$ cat config.mk
export PLATFORM = sky130hd
export DESIGN_NAME = invaders_top
export DESIGN_NICKNAME = d
export VERILOG_FILES = /design/src/hw/invaders_pkg.sv /design/src/hw/game_regs.sv /design/src/hw/game_control.sv /design/src/hw/screen_clear.sv /design/src/hw/missile_engine.sv /design/src/hw/hit_score.sv /design/src/hw/invaders_top.sv
export SDC_FILE = /design/constraint.sdc
export NUM_CORES = 1
export LEC_CHECK = 0
export BUFFER_PORTS_ARGS = -buffer_cell sky130_fd_sc_hd__buf_2
export CAP_MARGIN = 20
export CORE_ASPECT_RATIO = 0.9
export CORE_UTILIZATION = 52
export DETAILED_ROUTE_END_ITERATION = 6
export HOLD_SLACK_MARGIN = 0.1
export PLACE_DENSITY = 0.76
export SETUP_SLACK_MARGIN = 0.2
export SLEW_MARGIN = 20
export SYNTH_ARGS = -nofsm -noshare
export SYNTH_HDL_FRONTEND = slang
export SYNTH_SLANG_ARGS = --single-unit
$ cat constraint.sdc
create_clock -name Clock -period 3.77 [get_ports Clock]
set_input_delay 0.5655 -clock Clock [delete_from_list [all_inputs] [get_ports Clock]]
set_output_delay 0.5655 -clock Clock [all_outputs]
set_load 0.02 [all_outputs]
$ cat src/hw/invaders_pkg.sv
package invaders_pkg;

    // Screen coordinates and color
    localparam int X_W     = 10;
    localparam int Y_W     = 9;
    localparam int COLOR_W = 9;

    localparam logic [COLOR_W-1:0] COLOR_BLACK = 9'b000_000_000;
    localparam logic [COLOR_W-1:0] COLOR_RED   = 9'b111_000_000;

    // Object geometry in pixels
    localparam int MISSILE_LEN   = 25;
    localparam int MISSILE_THICK = 3;
    localparam int ALIEN_SIZE    = 32;
    localparam int LAUNCH_OFFSET = 16;

    // Register map in byte addresses of 32-bit words
    localparam logic [7:0] REG_CTRL       = 8'h00;
    localparam logic [7:0] REG_STATUS     = 8'h04;
    localparam logic [7:0] REG_ALIEN_POS  = 8'h08;
    localparam logic [7:0] REG_LAUNCH_POS = 8'h0C;
    localparam logic [7:0] REG_SCORE      = 8'h10;

    typedef enum logic [1:0] {
        mode_menu  = 2'd0,
        mode_clear = 2'd1,
        mode_play  = 2'd2
    } game_mode_t;

    // One pixel write toward the frame buffer
    typedef struct packed {
        logic               write;
        logic [X_W-1:0]     x;
        logic [Y_W-1:0]     y;
        logic [COLOR_W-1:0] color;
    } pixel_wr_t;

    // AXI4-Lite channels driven by the master
    typedef struct packed {
        logic        awvalid;
        logic [7:0]  awaddr;
        logic        wvalid;
        logic [31:0] wdata;
        logic [3:0]  wstrb;
        logic        bready;
        logic        arvalid;
        logic [7:0]  araddr;
        logic        rready;
    } axil_req_t;

    // AXI4-Lite channels driven by the slave
    typedef struct packed {
        logic        awready;
        logic        wready;
        logic        bvalid;
        logic [1:0]  bresp;
        logic        arready;
        logic        rvalid;
        logic [31:0] rdata;
        logic [1:0]  rresp;
    } axil_rsp_t;

    typedef struct packed {
        logic [X_W-1:0] alien_x;
        logic [Y_W-1:0] alien_y;
        logic [X_W-1:0] launch_x;
        logic [Y_W-1:0] launch_y;
        logic           start_pulse;
        logic           fire_pulse;
    } game_cfg_t;

    typedef struct packed {
        game_mode_t mode;
        logic       missile_active;
        logic       alien_alive;
        logic [7:0] score;
    } game_status_t;

endpackage

$ cat src/hw/game_regs.sv
`timescale 1ns/1ps

module game_regs (
    input  logic                       Clock,
    input  logic                       reset,
    input  invaders_pkg::axil_req_t    axil_req,
    output invaders_pkg::axil_rsp_t    axil_rsp,
    input  invaders_pkg::game_status_t status,
    output invaders_pkg::game_cfg_t    cfg
);
    import invaders_pkg::*;

    logic           wr_en;
    logic           rd_en;
    logic           bvalid;
    logic           rvalid;
    logic [31:0]    rdata;
    logic [31:0]    read_word;
    logic [31:0]    alien_next;
    logic [31:0]    launch_next;
    logic [X_W-1:0] alien_x;
    logic [Y_W-1:0] alien_y;
    logic [X_W-1:0] launch_x;
    logic [Y_W-1:0] launch_y;

    // Position word with x low and y in the upper half
    function automatic logic [31:0] pos_word(input logic [X_W-1:0] x, input logic [Y_W-1:0] y);
        return {7'd0, y, 6'd0, x};
    endfunction

    // Byte lane merge of a write into an old word
    function automatic logic [31:0] merge_word(input logic [31:0] old, input logic [31:0] data,
                                               input logic [3:0] strb);
        logic [31:0] word;
        word = old;
        for (int i = 0; i < 4; i++) begin
            if (strb[i])
                word[8*i +: 8] = data[8*i +: 8];
        end
        return word;
    endfunction

    // ========================================
    // Write channel
    // ========================================
    // Address and data are taken together, never while a response is pending
    assign wr_en = axil_req.awvalid && axil_req.wvalid && !bvalid;

    assign alien_next  = merge_word(pos_word(alien_x, alien_y), axil_req.wdata, axil_req.wstrb);
    assign launch_next = merge_word(pos_word(launch_x, launch_y), axil_req.wdata, axil_req.wstrb);

    always_ff @(posedge Clock) begin
        if (reset) begin
            bvalid <= 1'b0;
        end else if (wr_en) begin
            bvalid <= 1'b1;
        end else if (axil_req.bready) begin
            bvalid <= 1'b0;
        end
    end

    always_ff @(posedge Clock) begin
        if (reset) begin
            alien_x  <= '0;
            alien_y  <= '0;
            launch_x <= '0;
            launch_y <= '0;
        end else if (wr_en) begin
            case (axil_req.awaddr)
                REG_ALIEN_POS: begin
                    alien_x <= alien_next[X_W-1:0];
                    alien_y <= alien_next[16 +: Y_W];
                end
                REG_LAUNCH_POS: begin
                    launch_x <= launch_next[X_W-1:0];
                    launch_y <= launch_next[16 +: Y_W];
                end
                default: begin
                end
            endcase
        end
    end

    // ========================================
    // Read channel
    // ========================================
    assign rd_en = axil_req.arvalid && !rvalid;

    always_comb begin
        case (axil_req.araddr)
            REG_STATUS:     read_word = {28'd0, status.alien_alive, status.missile_active,
                                         status.mode};
            REG_ALIEN_POS:  read_word = pos_word(alien_x, alien_y);
            REG_LAUNCH_POS: read_word = pos_word(launch_x, launch_y);
            REG_SCORE:      read_word = {24'd0, status.score};
            default:        read_word = 32'd0;
        endcase
    end

    always_ff @(posedge Clock) begin
        if (reset) begin
            rvalid <= 1'b0;
        end else if (rd_en) begin
            rvalid <= 1'b1;
        end else if (axil_req.rready) begin
            rvalid <= 1'b0;
        end
    end

    // Read data is held with rvalid until the master takes it
    always_ff @(posedge Clock) begin
        if (rd_en)
            rdata <= read_word;
    end

    assign axil_rsp = '{awready: wr_en, wready: wr_en, bvalid: bvalid, bresp: 2'b00,
                        arready: rd_en, rvalid: rvalid, rdata: rdata, rresp: 2'b00};

    // Control bits live only for the accepting cycle
    assign cfg = '{alien_x: alien_x, alien_y: alien_y, launch_x: launch_x, launch_y: launch_y,
                   start_pulse: wr_en && axil_req.awaddr == REG_CTRL && axil_req.wstrb[0]
                                && axil_req.wdata[0],
                   fire_pulse:  wr_en && axil_req.awaddr == REG_CTRL && axil_req.wstrb[0]
                                && axil_req.wdata[1]};

endmodule

$ cat src/hw/game_control.sv
`timescale 1ns/1ps

module game_control (
    input  logic                     Clock,
    input  logic                     reset,
    input  logic                     start_pulse,
    input  logic                     clear_done,
    input  invaders_pkg::pixel_wr_t  clear_pix,
    input  invaders_pkg::pixel_wr_t  missile_pix,
    output invaders_pkg::game_mode_t mode,
    output invaders_pkg::pixel_wr_t  pix
);
    import invaders_pkg::*;

    game_mode_t next_mode;

    // Menu waits for start, clear waits for the sweep, play is final
    always_comb begin
        next_mode = mode;
        case (mode)
            mode_menu:  if (start_pulse) next_mode = mode_clear;
            mode_clear: if (clear_done) next_mode = mode_play;
            mode_play:  next_mode = mode_play;
            default:    next_mode = mode_menu;
        endcase
    end

    always_ff @(posedge Clock) begin
        if (reset)
            mode <= mode_menu;
        else
            mode <= next_mode;
    end

    // Pixel source of the current mode
    always_comb begin
        case (mode)
            mode_clear: pix = clear_pix;
            mode_play:  pix = missile_pix;
            default:    pix = '0;
        endcase
    end

endmodule

$ cat src/hw/screen_clear.sv
`timescale 1ns/1ps

module screen_clear #(
    parameter int COLS = 640,
    parameter int ROWS = 480
) (
    input  logic                    Clock,
    input  logic                    reset,
    input  logic                    enable,
    output logic                    done,
    output invaders_pkg::pixel_wr_t pix
);
    import invaders_pkg::*;

    logic           running;
    logic [X_W-1:0] x;
    logic [Y_W-1:0] y;

    // Single raster pass, x fastest, then done holds for good
    always_ff @(posedge Clock) begin
        if (reset) begin
            running <= 1'b0;
            done    <= 1'b0;
            x       <= '0;
            y       <= '0;
        end else if (enable && !running && !done) begin
            running <= 1'b1;
        end else if (running) begin
            if (x == X_W'(COLS - 1)) begin
                x <= '0;
                if (y == Y_W'(ROWS - 1)) begin
                    y       <= '0;
                    running <= 1'b0;
                    done    <= 1'b1;
                end else begin
                    y <= y + 1'b1;
                end
            end else begin
                x <= x + 1'b1;
            end
        end
    end

    assign pix = '{write: running, x: x, y: y, color: COLOR_BLACK};

endmodule

$ cat src/hw/missile_engine.sv
`timescale 1ns/1ps

module missile_engine #(
    parameter int COLS        = 640,
    parameter int MOVE_PERIOD = 65536
) (
    input  logic                           Clock,
    input  logic                           reset,
    input  logic                           fire,
    input  logic                           armed,
    input  logic [invaders_pkg::X_W-1:0]   launch_x,
    input  logic [invaders_pkg::Y_W-1:0]   launch_y,
    input  logic                           hit,
    output invaders_pkg::pixel_wr_t        pix,
    output logic [invaders_pkg::X_W-1:0]   pos_x,
    output logic [invaders_pkg::Y_W-1:0]   pos_y,
    output logic                           active
);
    import invaders_pkg::*;

    localparam int XC_W = $clog2(MISSILE_LEN);
    localparam int YC_W = $clog2(MISSILE_THICK);
    localparam int PC_W = $clog2(MOVE_PERIOD + 1);

    typedef enum logic [2:0] {
        st_idle, st_init, st_draw, st_wait, st_erase, st_move, st_done
    } state_t;

    state_t          state;
    state_t          next_state;
    logic [XC_W-1:0] xc;
    logic [YC_W-1:0] yc;
    logic [PC_W-1:0] wait_cnt;
    logic            hit_seen;
    logic            fire_ok;
    logic            box_last;
    logic            period_end;
    logic [X_W:0]    next_x;

    assign fire_ok    = fire && armed && (state == st_idle || state == st_done);
    assign box_last   = (xc == XC_W'(MISSILE_LEN - 1)) && (yc == YC_W'(MISSILE_THICK - 1));
    assign period_end = (wait_cnt == PC_W'(MOVE_PERIOD - 1));
    assign next_x     = {1'b0, pos_x} + 1'b1;

    // ========================================
    // State sequence
    // ========================================
    always_comb begin
        next_state = state;
        case (state)
            st_idle, st_done: if (fire_ok) next_state = st_init;
            st_init:  next_state = st_draw;
            st_draw:  if (box_last) next_state = st_wait;
            st_wait:  if (hit || hit_seen || period_end) next_state = st_erase;
            st_erase: begin
                if (box_last)
                    next_state = (hit || hit_seen) ? st_done : st_move;
            end
            st_move:  next_state = (next_x >= COLS) ? st_done : st_draw;
            default:  next_state = st_idle;
        endcase
    end

    always_ff @(posedge Clock) begin
        if (reset) begin
            state    <= st_idle;
            hit_seen <= 1'b0;
            xc       <= '0;
            yc       <= '0;
            wait_cnt <= '0;
        end else begin
            state <= next_state;
            // A hit anywhere in the flight ends it after the next erase
            hit_seen <= (state == st_init) ? hit : (hit_seen | hit);
            case (state)
                st_init: begin
                    xc <= '0;
                    yc <= '0;
                end
                st_draw, st_erase: begin
                    wait_cnt <= '0;
                    if (xc == XC_W'(MISSILE_LEN - 1)) begin
                        xc <= '0;
                        yc <= (yc == YC_W'(MISSILE_THICK - 1)) ? '0 : yc + 1'b1;
                    end else begin
                        xc <= xc + 1'b1;
                    end
                end
                st_wait: wait_cnt <= wait_cnt + 1'b1;
                default: begin
                end
            endcase
        end
    end

    // Launch point latched in the accepting cycle, then one step right per move
    always_ff @(posedge Clock) begin
        if (fire_ok) begin
            pos_x <= launch_x + X_W'(LAUNCH_OFFSET);
            pos_y <= launch_y;
        end else if (state == st_move) begin
            pos_x <= next_x[X_W-1:0];
        end
    end

    assign active = (state != st_idle) && (state != st_done);

    assign pix = '{write: (state == st_draw) || (state == st_erase),
                   x:     pos_x + X_W'(xc),
                   y:     pos_y + Y_W'(yc),
                   color: (state == st_erase) ? COLOR_BLACK : COLOR_RED};

endmodule

$ cat src/hw/hit_score.sv
`timescale 1ns/1ps

module hit_score (
    input  logic                         Clock,
    input  logic                         reset,
    input  logic [invaders_pkg::X_W-1:0] missile_x,
    input  logic [invaders_pkg::Y_W-1:0] missile_y,
    input  logic                         missile_active,
    input  logic [invaders_pkg::X_W-1:0] alien_x,
    input  logic [invaders_pkg::Y_W-1:0] alien_y,
    output logic                         hit,
    output logic                         alien_alive,
    output logic [7:0]                   score
);
    import invaders_pkg::*;

    localparam int HALF = ALIEN_SIZE / 2;

    logic x_overlap;
    logic y_overlap;
    logic hit_d;

    // Alien box is shifted up by HALF on both sides of each compare
    // so that nothing goes below zero near the screen edge
    assign x_overlap = ({1'b0, missile_x} <= {1'b0, alien_x} + (X_W + 1)'(HALF - 1))
                    && ({1'b0, missile_x} + (X_W + 1)'(MISSILE_LEN - 1 + HALF)
                        >= {1'b0, alien_x});
    assign y_overlap = ({1'b0, missile_y} <= {1'b0, alien_y} + (Y_W + 1)'(HALF - 1))
                    && ({1'b0, missile_y} + (Y_W + 1)'(MISSILE_THICK - 1 + HALF)
                        >= {1'b0, alien_y});

    assign hit = alien_alive && missile_active && x_overlap && y_overlap;

    always_ff @(posedge Clock) begin
        if (reset) begin
            hit_d       <= 1'b0;
            alien_alive <= 1'b1;
            score       <= 8'd0;
        end else begin
            hit_d <= hit;
            if (hit && !hit_d) begin
                score       <= score + 8'd1;
                alien_alive <= 1'b0;
            end
        end
    end

endmodule

$ cat src/hw/invaders_top.sv
`timescale 1ns/1ps

module invaders_top #(
    parameter int COLS        = 640,
    parameter int ROWS        = 480,
    parameter int MOVE_PERIOD = 65536
) (
    input  logic                    Clock,
    input  logic                    reset,
    input  invaders_pkg::axil_req_t axil_req,
    output invaders_pkg::axil_rsp_t axil_rsp,
    output invaders_pkg::pixel_wr_t pix
);
    import invaders_pkg::*;

    game_cfg_t      cfg;
    game_status_t   status;
    game_mode_t     mode;
    pixel_wr_t      clear_pix;
    pixel_wr_t      missile_pix;
    logic           clear_done;
    logic           hit;
    logic           missile_active;
    logic           alien_alive;
    logic [7:0]     score;
    logic [X_W-1:0] missile_x;
    logic [Y_W-1:0] missile_y;

    assign status = '{mode: mode, missile_active: missile_active,
                      alien_alive: alien_alive, score: score};

    // ========================================
    // Register block and mode control
    // ========================================
    game_regs u_regs (
        .Clock    (Clock),
        .reset    (reset),
        .axil_req (axil_req),
        .axil_rsp (axil_rsp),
        .status   (status),
        .cfg      (cfg)
    );

    game_control u_control (
        .Clock       (Clock),
        .reset       (reset),
        .start_pulse (cfg.start_pulse),
        .clear_done  (clear_done),
        .clear_pix   (clear_pix),
        .missile_pix (missile_pix),
        .mode        (mode),
        .pix         (pix)
    );

    screen_clear #(
        .COLS (COLS),
        .ROWS (ROWS)
    ) u_clear (
        .Clock  (Clock),
        .reset  (reset),
        .enable (mode == mode_clear),
        .done   (clear_done),
        .pix    (clear_pix)
    );

    // ========================================
    // Missile and target
    // ========================================
    missile_engine #(
        .COLS        (COLS),
        .MOVE_PERIOD (MOVE_PERIOD)
    ) u_missile (
        .Clock    (Clock),
        .reset    (reset),
        .fire     (cfg.fire_pulse),
        .armed    (mode == mode_play),
        .launch_x (cfg.launch_x),
        .launch_y (cfg.launch_y),
        .hit      (hit),
        .pix      (missile_pix),
        .pos_x    (missile_x),
        .pos_y    (missile_y),
        .active   (missile_active)
    );

    hit_score u_hit (
        .Clock          (Clock),
        .reset          (reset),
        .missile_x      (missile_x),
        .missile_y      (missile_y),
        .missile_active (missile_active),
        .alien_x        (cfg.alien_x),
        .alien_y        (cfg.alien_y),
        .hit            (hit),
        .alien_alive    (alien_alive),
        .score          (score)
    );

endmodule

==> results of run 1 <==
## kinds of logic (layout without fill, tap and decap cells)
| family | count (synthesis) | after routing |
|---|---|---|
| and+or+nand+nor | 358 | 359 |
| AOI/OAI and AO/OA | 192 | 192 |
| buffers and inverters | 113 | 182 |
| muxes | 56 | 56 |
| other | 1 | 23 |
| xor gates and xnor gates | 67 | 67 |
| DFF | 139 | 139 |
| adders and majority gates | 63 | 63 |
## final cells by class
type | instances | area, µm² | area share (%)
multi-input cells | 760 | 5110 | 51.7
repair buffers | 110 | 599 | 6.06
inverters | 40 | 150 | 1.52
well taps | 207 | 259 | 2.62
clock inverters | 14 | 169 | 1.71
flip-flops and latches | 139 | 3170 | 32.0
clock buffers | 18 | 429 | 4.34
## critical path: stages, from the launching register on
cell and delay (ps):
dfxtp_2 350, inv_2 60, ha_4 160, nor3b_4 150, nor3_2 150, nand3_1 120, xnor2_1 150, ha_1 320
a21o_2 220, a2111oi_4 310, a21oi_2 100, or4_4 640, buf_6 180, o2bb2ai_1 120, o32a_1 290
## final timing paths
path,startpoint,end
worst min-delay path,axil_req[0],u_regs.rvalid
worst max register to register,u_regs.alien_x[1],u_missile.state[1]
worst max-delay path,u_regs.alien_x[1],u_missile.state[1]
worst min register to register,u_regs.launch_y[8],u_missile.pos_y[8]
## sequential cells by signal, summed over array words and instances, names as in the netlist, 2 cells and up
name	count
u_regs.launch_x	10
u_hit.score	8
u_control.mode	2
u_missile.wait_cnt	17
u_missile.pos_y	9
u_regs.launch_y	9
u_regs.rdata	19
u_regs.alien_y	9
u_missile.state	3
u_clear.y	9
u_missile.pos_x	10
u_missile.xc	5
u_regs.alien_x	10
u_clear.x	10
u_missile.yc	2
## where the power goes
part	leakage, nW	internal (mW)	total, mW	switching [mW]
Sequential	1.16	1.54	1.55	0.0102
Clock	0.281	1.04	1.71	0.674
Combinational	2.23	0.0538	0.181	0.127
Total	3.66	2.64	3.45	0.811
## metal layers
metal | global-route usage (%) | wire [µm] | vias to the layer above
met1 | 35.2 | 9760 | 3468
li1 | - | - | 3623
met2 | 38.1 | 9240 | 239
met4 | 8.57 | 329 | 0
met5 | 0 | 0 | -
met3 | 4.97 | 1280 | 27
## cell usage in the layout (no fill, tap or decap), types with 4 or more instances in the layout
master and n:
o21ai_0 46, o22ai_1 5, a31oi_1 4, conb_1 23
nor2_1 129, inv_1 36, nand2b_1 6, nor3_1 15
or3_1 4, ha_1 60, xor2_1 23, a211oi_1 4
a21o_1 10, mux2i_1 49, nand2_1 73, clkinvlp_4 4
dfxtp_1 99, a21oi_1 56, nand3_1 33, nand3b_1 6
inv_2 4, clkbuf_16 17, a21oi_2 4, mux2_1 4
a22oi_1 24, nand4_1 20, o211ai_1 4, xnor2_1 44
a311oi_1 8, nor2b_1 33, and3_1 8, buf_4 17
buf_2 92, edfxtp_1 38
## metrics by stage
step                total power, mW  util (%)  area (µm²)  setup WS [ps]
finish                         3.45      61.1        9880            324
global route                   3.55      61.1        9880            178
CTS                            3.46      60.6        9800            204
detailed placement             1.76      56.5        9140           39.9
global placement               1.76      56.5        9140            114
floorplan                      1.72         -        8720            244
## what timing repair did
action / CTS / global route
endpoints found under the setup margin: 7 / 15
cloned: 1 / 0
pin swaps: 2 / 11
resized for setup: 7 / 17
buffers inserted: 1 / 2
==> reports/results.ini, run 1 <==
[outcome]
status = complete, no violations

[sta]
finalHoldViolCount = 0
fin_hold_ws_ps = 316
worst_slew_pin_slew_ps = 876
tns_ps = 0
finalCritPeriodShare_pct = 91.4
relSlewSlack_pct = 41.4
clock_skew_ps = 10.0
min_period_ps = 3450
max_freq_mhz = 290
rsz0062_at_grt = true
setup_viol = 0
slew_violations = 0

[floorplan]
die_h_um = 124
die_x_um = 138
design.die.area_um2 = 17100
io_pins = 129
start_util_pct = 53.4
rows = 44
core_um2 = 16200

[synthesis]
synth_seq_cells = 139
synth_flop_cell = dfxtp_1
yosysMostFrequentCell = nor2_1
synth-simple-area-share_pct = 20.2
yosys-top-cells-count = nor2_1 (129), dfxtp_1 (101), nand2_1 (73), ha_1 (61), a21oi_1 (60)
ys_warn_count = 0
synth_edf_count = 38
avgSynthCellArea_um2 = 8.73
netlist_top_cells_area = dfxtp_1 (23%), edfxtp_1 (13%), ha_1 (8.8%), mux2i_1 (5.7%), nor2_1 (5.6%)
synth_xor_xnor_area_share_pct = 6.79
synthAdderAreaFrac_pct = 9.30
ys_seq_area_share_pct = 36.6
synth_mux_area_share_pct = 6.59
synth_compound_area_share_pct = 13.9
synth_top_family_by_area = simple AND/OR/NAND/NOR gates
ys_async_sr_fraction_pct = 0
synthDistinctLibCells = 70
syn_inst = 989
synth_top_area_cell = dfxtp_1
synth_top_area_share_pct = 23.4
synth_area_um2 = 8640

[clocking]
htree_levels = 4
clk_latency_ps = 430
cts-root-buf = clkbuf_16
postCtsHoldBufs = 0
cts_buffers = 17
clkTransAtPathRegs_ps = 60
cts_buffer_depth = 2
cts_tree = done
cts_sinks = 139

[layout]
final_cells = 1288
diodes = 0
nNetsFinal = 1190
fillCellCount = 1399
drive_gt1_share_pct = 15.9
area_delta_synth_final_pct = 14.4

[power_and_ir_drop]
cellPowerDensity_nw_per_um2 = 349
vdd_drop_max_v = 0.000343
leakage_nw = 3.66

[worst_setup_path]
reg2reg_depth = 14
path_max_fanout = 8
path_class = reg -> reg
regToRegSetupSlack_ps = 320
cp.arrival_ps = 3760
critPathLaunchType = flip-flop
cp-end-kind = flip-flop
required_ps = 4080

[global_route]
grt_antenna_before_repair = 0
globalRouteOverflowTotal = 0
grt_max_degree = 41
grt_pass1_vias = 6869
grt_pass1_wl_mm = 33.7
track_usage_pct = 25.1

[place]
dp.cells = 1252
place_congestion = 0.863
detailed_place_hpwl_mm = 14.6
port_buffers = 92

[route]
postRouteAntennaNets = 0
dr.first_iter.drc_count = 545
dr_total_vias = 7357
drt-vias-per-instance = 5.71
drcViolationCount = 0
wl_mm = 20.6
routedWlPerCell_um = 16.0
dr.pass1.iters = 5

[hold_path]
whs_path_depth = 2
hold_class = in -> reg

[job]
cap_viol_max_count = 0

Note: power is estimated with default switching activity, not from simulation.
==> run 2: changes to the inputs <==
--- a/config.mk
+++ b/config.mk
@@ -8,10 +8,11 @@
 export BUFFER_PORTS_ARGS = -buffer_cell sky130_fd_sc_hd__buf_2
 export CAP_MARGIN = 20
 export CORE_ASPECT_RATIO = 0.9
-export CORE_UTILIZATION = 52
+export CORE_UTILIZATION = 54
+export CTS_BUF_LIST = sky130_fd_sc_hd__clkbuf_8
 export DETAILED_ROUTE_END_ITERATION = 6
 export HOLD_SLACK_MARGIN = 0.1
-export PLACE_DENSITY = 0.76
+export PLACE_DENSITY = 0.78
 export SETUP_SLACK_MARGIN = 0.2
 export SLEW_MARGIN = 20
 export SYNTH_ARGS = -nofsm -noshare
==> reports/results.ini, run 2 (synthesis gave the netlist of run 1 again) <==
[sta]
finalCritPeriodShare_pct = 94.2
worst_slew_pin_slew_ps = 961
setup_viol = 0
rsz0062_at_grt = true
relSlewSlack_pct = 36.0
finalHoldViolCount = 0
max_freq_mhz = 281
slew_violations = 0
fin_hold_ws_ps = 284
tns_ps = 0
min_period_ps = 3550
clock_skew_ps = 12.5

[hold_path]
whs_path_depth = 2
hold_class = in -> reg

[clocking]
cts_buffer_depth = 2
clk_latency_ps = 460
cts-root-buf = clkbuf_8
cts_sinks = 139
postCtsHoldBufs = 0
htree_levels = 4
cts_tree = done
clkTransAtPathRegs_ps = 80
cts_buffers = 17

[layout]
final_common_cell = nor2_1
largest_register_ffs = 19
nNetsFinal = 1198
area_delta_synth_final_pct = 12.4
diodes = 0
fillCellCount = 1305
drive_gt1_share_pct = 16.3
top_register = u_regs.rdata
top_regs = u_regs.rdata x19, u_missile.wait_cnt x17
layout_common_cells = nor2_1 (129), dfxtp_1 (99), buf_2 (92)

[route]
drt-vias-per-instance = 5.71
wl_mm = 20.2
drcViolationCount = 0
dr.pass1.iters = 5
dr_total_vias = 7370
dr.first_iter.drc_count = 506
postRouteAntennaNets = 0
routedWlPerCell_um = 15.7

[worst_setup_path]
critPathBufInv = 2
path_class = reg -> reg
critPathLaunchType = flip-flop
cp.depth = 14
cp-end-kind = flip-flop
reg2reg_depth = 14
crit_slowest_cell = or4_4
path_delay_family = simple AND/OR/NAND/NOR gates
crit_path_cell_trace = inv_2, ha_4, nor3b_4, nor3_2, nand3_1, xnor2_1, ha_1, a21o_2, a2111oi_4, a21oi_2, or4_4, buf_6, or4_4, a21oi_2
worst_path_largest_cell_delay_ps = 600
path_max_fanout = 8
required_ps = 4150
cp.arrival_ps = 3940

[outcome]
status = complete, no violations

[floorplan]
die_x_um = 135
start_util_pct = 55.7
core_um2 = 15500
design.die.area_um2 = 16500
rows = 43
die_h_um = 122
io_pins = 129

[global_route]
globalRouteOverflowTotal = 0
grt_pass1_vias = 6435
grt_antenna_before_repair = 0
grt_pass1_wl_mm = 32.2
track_usage_pct = 25.2
grt_max_degree = 48

[place]
detailed_place_hpwl_mm = 14.2
place_congestion = 0.867
port_buffers = 92

[power_and_ir_drop]
leakage_nw = 3.62
cellPowerDensity_nw_per_um2 = 307
vdd_drop_max_v = 0.000251

[job]
cap_viol_max_count = 0

[run 2: cell count changes in the layout (fill, tap and decap cells not counted), moves of 2 or more]
cell,previous run,this run
clkbuf_8,0,18
clkbuf_16,17,0
buf_4,17,25
inv_1,36,39
inv_6,3,0
nor4_2,1,3
nor4_4,2,0
[run 2: layout make-up]
type                    count  area [µm²]  area share (%)
well taps                 202         253            2.60
inverters                  40         150            1.55
repair buffers            118         659            6.79
clock inverters            14         155            1.60
clock buffers              18         248            2.55
multi-input cells         760        5080            52.3
flip-flops and latches    139        3170            32.6
[run 2: per-layer routing]
layer / wire [µm] / share of wire [%] / up-vias / global-route usage, %
li1: - / - / 3633 / -
met1: 9930 / 49 / 3442 / 36.2
met3: 1310 / 6.5 / 34 / 4.91
met5: 0 / 0 / - / 0
met2: 8560 / 42 / 261 / 37.1
met4: 425 / 2.1 / 0 / 9.13
[run 2: per-stage QoR]
stage / area (µm²) / util [%] / power, mW / setup WS (ps) / cells
6_report: 9710 / 62.7 / 2.98 / 217 / 1291
5_1_grt: 9710 / 62.7 / 3.08 / 51.8 / 1291
4_1_cts: 9580 / 61.8 / 3.00 / 206 / 1281
3_5_place_dp: 9130 / 58.9 / 1.76 / 29.5 / 1246
3_3_place_gp: 9130 / 58.9 / 1.76 / 120 / 1246
2_1_floorplan: 8720 / - / 1.72 / 244 / 1011
[run 2: timing repair]
action                     in CTS  in global routing
gates resized for setup         6                 13
setup buffers                   2                 10
cloned                          1                  0
setup endpoints to repair       7                 13
pin swaps                       3                 10
[run 2: path summary, 6_finish.rpt]
kind / start / end / slack [ps]
setup / recovery: u_regs.alien_x[1] / u_hit.score[2] / 220
hold / removal: axil_req[0] / u_regs.rvalid / 280
setup reg to reg: u_regs.alien_x[1] / u_hit.score[2] / 220
hold reg to reg: u_regs.launch_y[1] / u_missile.pos_y[1] / 470
[run 2: worst register-to-register path, cell delays in order, from the launching register on]
cell and delay, ps:
dfxtp_2 360, inv_2 60, ha_4 150, nor3b_4 150
nor3_2 160, nand3_1 110, xnor2_1 160, ha_1 340
a21o_2 260, a2111oi_4 310, a21oi_2 110, or4_4 600
buf_6 170, or4_4 410, a21oi_2 130
[run 2: power by group]
group / total, mW / leakage, nW / internal (mW) / switching [mW]
sequential: 1.55 / 1.16 / 1.54 / 0.0107
clock: 1.25 / 0.202 / 0.660 / 0.588
combinational: 0.180 / 2.26 / 0.0534 / 0.127
==> run 3: changes to the inputs <==
--- a/config.mk
+++ b/config.mk
@@ -8,13 +8,14 @@
 export BUFFER_PORTS_ARGS = -buffer_cell sky130_fd_sc_hd__buf_2
 export CAP_MARGIN = 20
 export CORE_ASPECT_RATIO = 0.9
-export CORE_UTILIZATION = 54
+export CORE_UTILIZATION = 55
 export CTS_BUF_LIST = sky130_fd_sc_hd__clkbuf_8
 export DETAILED_ROUTE_END_ITERATION = 6
 export HOLD_SLACK_MARGIN = 0.1
-export PLACE_DENSITY = 0.78
+export PLACE_DENSITY = 0.79
 export SETUP_SLACK_MARGIN = 0.2
 export SLEW_MARGIN = 20
 export SYNTH_ARGS = -nofsm -noshare
 export SYNTH_HDL_FRONTEND = slang
+export SYNTH_HIERARCHICAL = 1
 export SYNTH_SLANG_ARGS = --single-unit
==> reports/results.ini, run 3 <==
[synthesis]
synth_seq_cells = 139
ys_warn_count = 6
yosysMostFrequentCell = dfxtp_1
synth_top_area_share_pct = 20.7
synthDistinctLibCells = 87
ys_seq_area_share_pct = 32.3
synth_top_area_cell = dfxtp_1
synth_edf_count = 38
ys_async_sr_fraction_pct = 0
yosys-top-cells-count = dfxtp_1 (101), nand2b_1 (70), ha_1 (62), nand2_1 (53), nor2_1 (53)
avgSynthCellArea_um2 = 8.97
synth_flop_cell = dfxtp_1
syn_inst = 1091
synth_area_um2 = 9790
netlist_top_cells_area = dfxtp_1 (21%), edfxtp_1 (12%), ha_1 (7.9%), mux2i_1 (4.7%), nand2b_1 (4.5%)

[route]
drt-vias-per-instance = 5.82
routedWlPerCell_um = 15.9
postRouteAntennaNets = 0
wl_mm = 22.3
drcViolationCount = 0
dr.first_iter.drc_count = 600
dr_total_vias = 8160
dr.pass1.iters = 5

[layout]
fillCellCount = 1496
register_area_um2 = 3170
drive_gt1_share_pct = 14.8
stdcell_area_um2 = 10600
nNetsFinal = 1276
top_regs = u_regs/rdata x19, u_missile/wait_cnt x17
area_delta_synth_final_pct = 8.62
final_common_cell = dfxtp_1
largest_register_ffs = 19
layout_common_cells = dfxtp_1 (98), buf_2 (91), nand2b_1 (70)
multi_input_area_um2 = 6030
top_register = u_regs/rdata
final_cells = 1401
diodes = 0

[global_route]
grt_use_met1_pct = 33.1
grt_pass1_wl_mm = 36.3
use_met3_pct = 3.72
grt_pass1_vias = 7357
grt_busiest_layer = met2
grt_util_met2_pct = 41.9
grt_max_degree = 67
track_usage_pct = 24.9
globalRouteOverflowTotal = 0
grt_antenna_before_repair = 0

[sta]
max_freq_mhz = 290
clock_skew_ps = 19.6
tns_ps = 0
rsz0062_at_grt = true
fin_ws_ps = 327
slew_violations = 0
finalHoldViolCount = 0
min_period_ps = 3440
setup_viol = 0
relSlewSlack_pct = 28.1
worst_slew_pin_slew_ps = 1080
finalCritPeriodShare_pct = 91.3

[job]
cap_viol_max_count = 0

[hold_path]
whs_path_depth = 2
hold_class = in -> reg

[clocking]
clk_latency_ps = 470
cts_buffers = 17
cts-root-buf = clkbuf_8
htree_levels = 4
cts_sinks = 139
cts_tree = done
clkTransAtPathRegs_ps = 90
postCtsHoldBufs = 0
cts_buffer_depth = 2

[power_and_ir_drop]
leakage_nw = 4.05
cellPowerDensity_nw_per_um2 = 326
vdd_drop_max_v = 0.000360

[worst_setup_path]
path_max_fanout = 6
cp-end-kind = flip-flop
reg2reg_depth = 14
cp.arrival_ps = 3820
required_ps = 4140
critPathLaunchType = flip-flop
crit_path_cell_trace = buf_4, and3_1, o21ai_1, xnor2_1, ha_1, and4b_1, a211o_1, a21oi_1, o21ai_1, nand4_1, nor2_4, or3_4, a22o_1, a221oi_2
path_class = reg -> reg
cpMostUsedCell = o21ai_1
crit_slowest_cell = edfxtp_1
worst_path_largest_cell_delay_ps = 430

[floorplan]
start_util_pct = 57.2
die_h_um = 129
design.die.area_um2 = 18300
io_pins = 129
core_um2 = 17100
die_x_um = 143
rows = 45

[place]
place_congestion = 0.878
dp_slack_ps = 93.7
detailed_place_hpwl_mm = 16.3
dp.cells = 1369
port_buffers = 92
post_dp_cell_area_um2 = 10200

[outcome]
status = complete, no violations

-- run 3: area by class of cell --
| type | count | area share (%) |
|---|---|---|
| multi-input cells | 839 | 56.7 |
| flip-flops and latches | 139 | 29.8 |
| repair buffers | 105 | 5.27 |
| well taps | 235 | 2.77 |
| clock buffers | 17 | 2.20 |
| inverters | 51 | 1.80 |
| clock inverters | 15 | 1.42 |
-- run 3: path summary, 6_finish.rpt --
path                      start                  to  slack [ps]
max          u_missile/pos_y[2]  u_missile/state[1]         330
min                 axil_req[0]       u_regs/rvalid         270
max reg2reg  u_missile/pos_y[2]  u_missile/state[1]         330
min reg2reg  u_regs/launch_y[0]  u_missile/pos_y[0]         480
-- run 3: metrics by stage --
step	total power, mW	util, %	hold WS [ps]
after floorplan	2.14	-	432
final	3.46	62.1	275
after detailed placement	2.25	59.5	460
after global routing	3.62	62.1	279
after CTS	3.46	61.8	259
after global placement	2.24	59.5	455
-- run 3: layer usage --
layer	vias up	wire length, µm
li1	4048	-
met1	3867	10200
met2	212	10700
met3	33	1030
met4	0	341
met5	-	0
-- run 3: worst max-delay path, delay by kind of cell (launching register included) --
family                   cells  cell delay (ps)
AO/OA/AOI/OAI                6             1210
flip-flops                   1              430
buffers and inverters        1              190
XOR/XNOR                     1              160
AND/OR/NAND/NOR              5             1060
adder cells (fa/ha/maj)      1              290
-- run 3: logic make-up after synthesis --
| kind of cell | share of synthesized area (%) |
|---|---|
| and+or+nand+nor | 25.3 |
| AOI/OAI and AO/OA | 15.2 |
| buffers and inverters | 7.84 |
| DFF | 32.3 |
| adders and majority gates | 8.33 |
| xor gates and xnor gates | 5.53 |
| muxes | 5.42 |
| other | 0.115 |
-- run 3: repair_timing --
action	CTS	global route
setup buffers	0	0
setup endpoints to repair	3	3
gates resized for setup	3	14
cloned	0	0
pin swaps	0	5
-- run 3: where the power goes --
group / internal (mW) / switching [mW]
logic: 0.216 / 0.377
registers: 1.57 / 0.0790
clock network: 0.544 / 0.678
total: 2.33 / 1.13
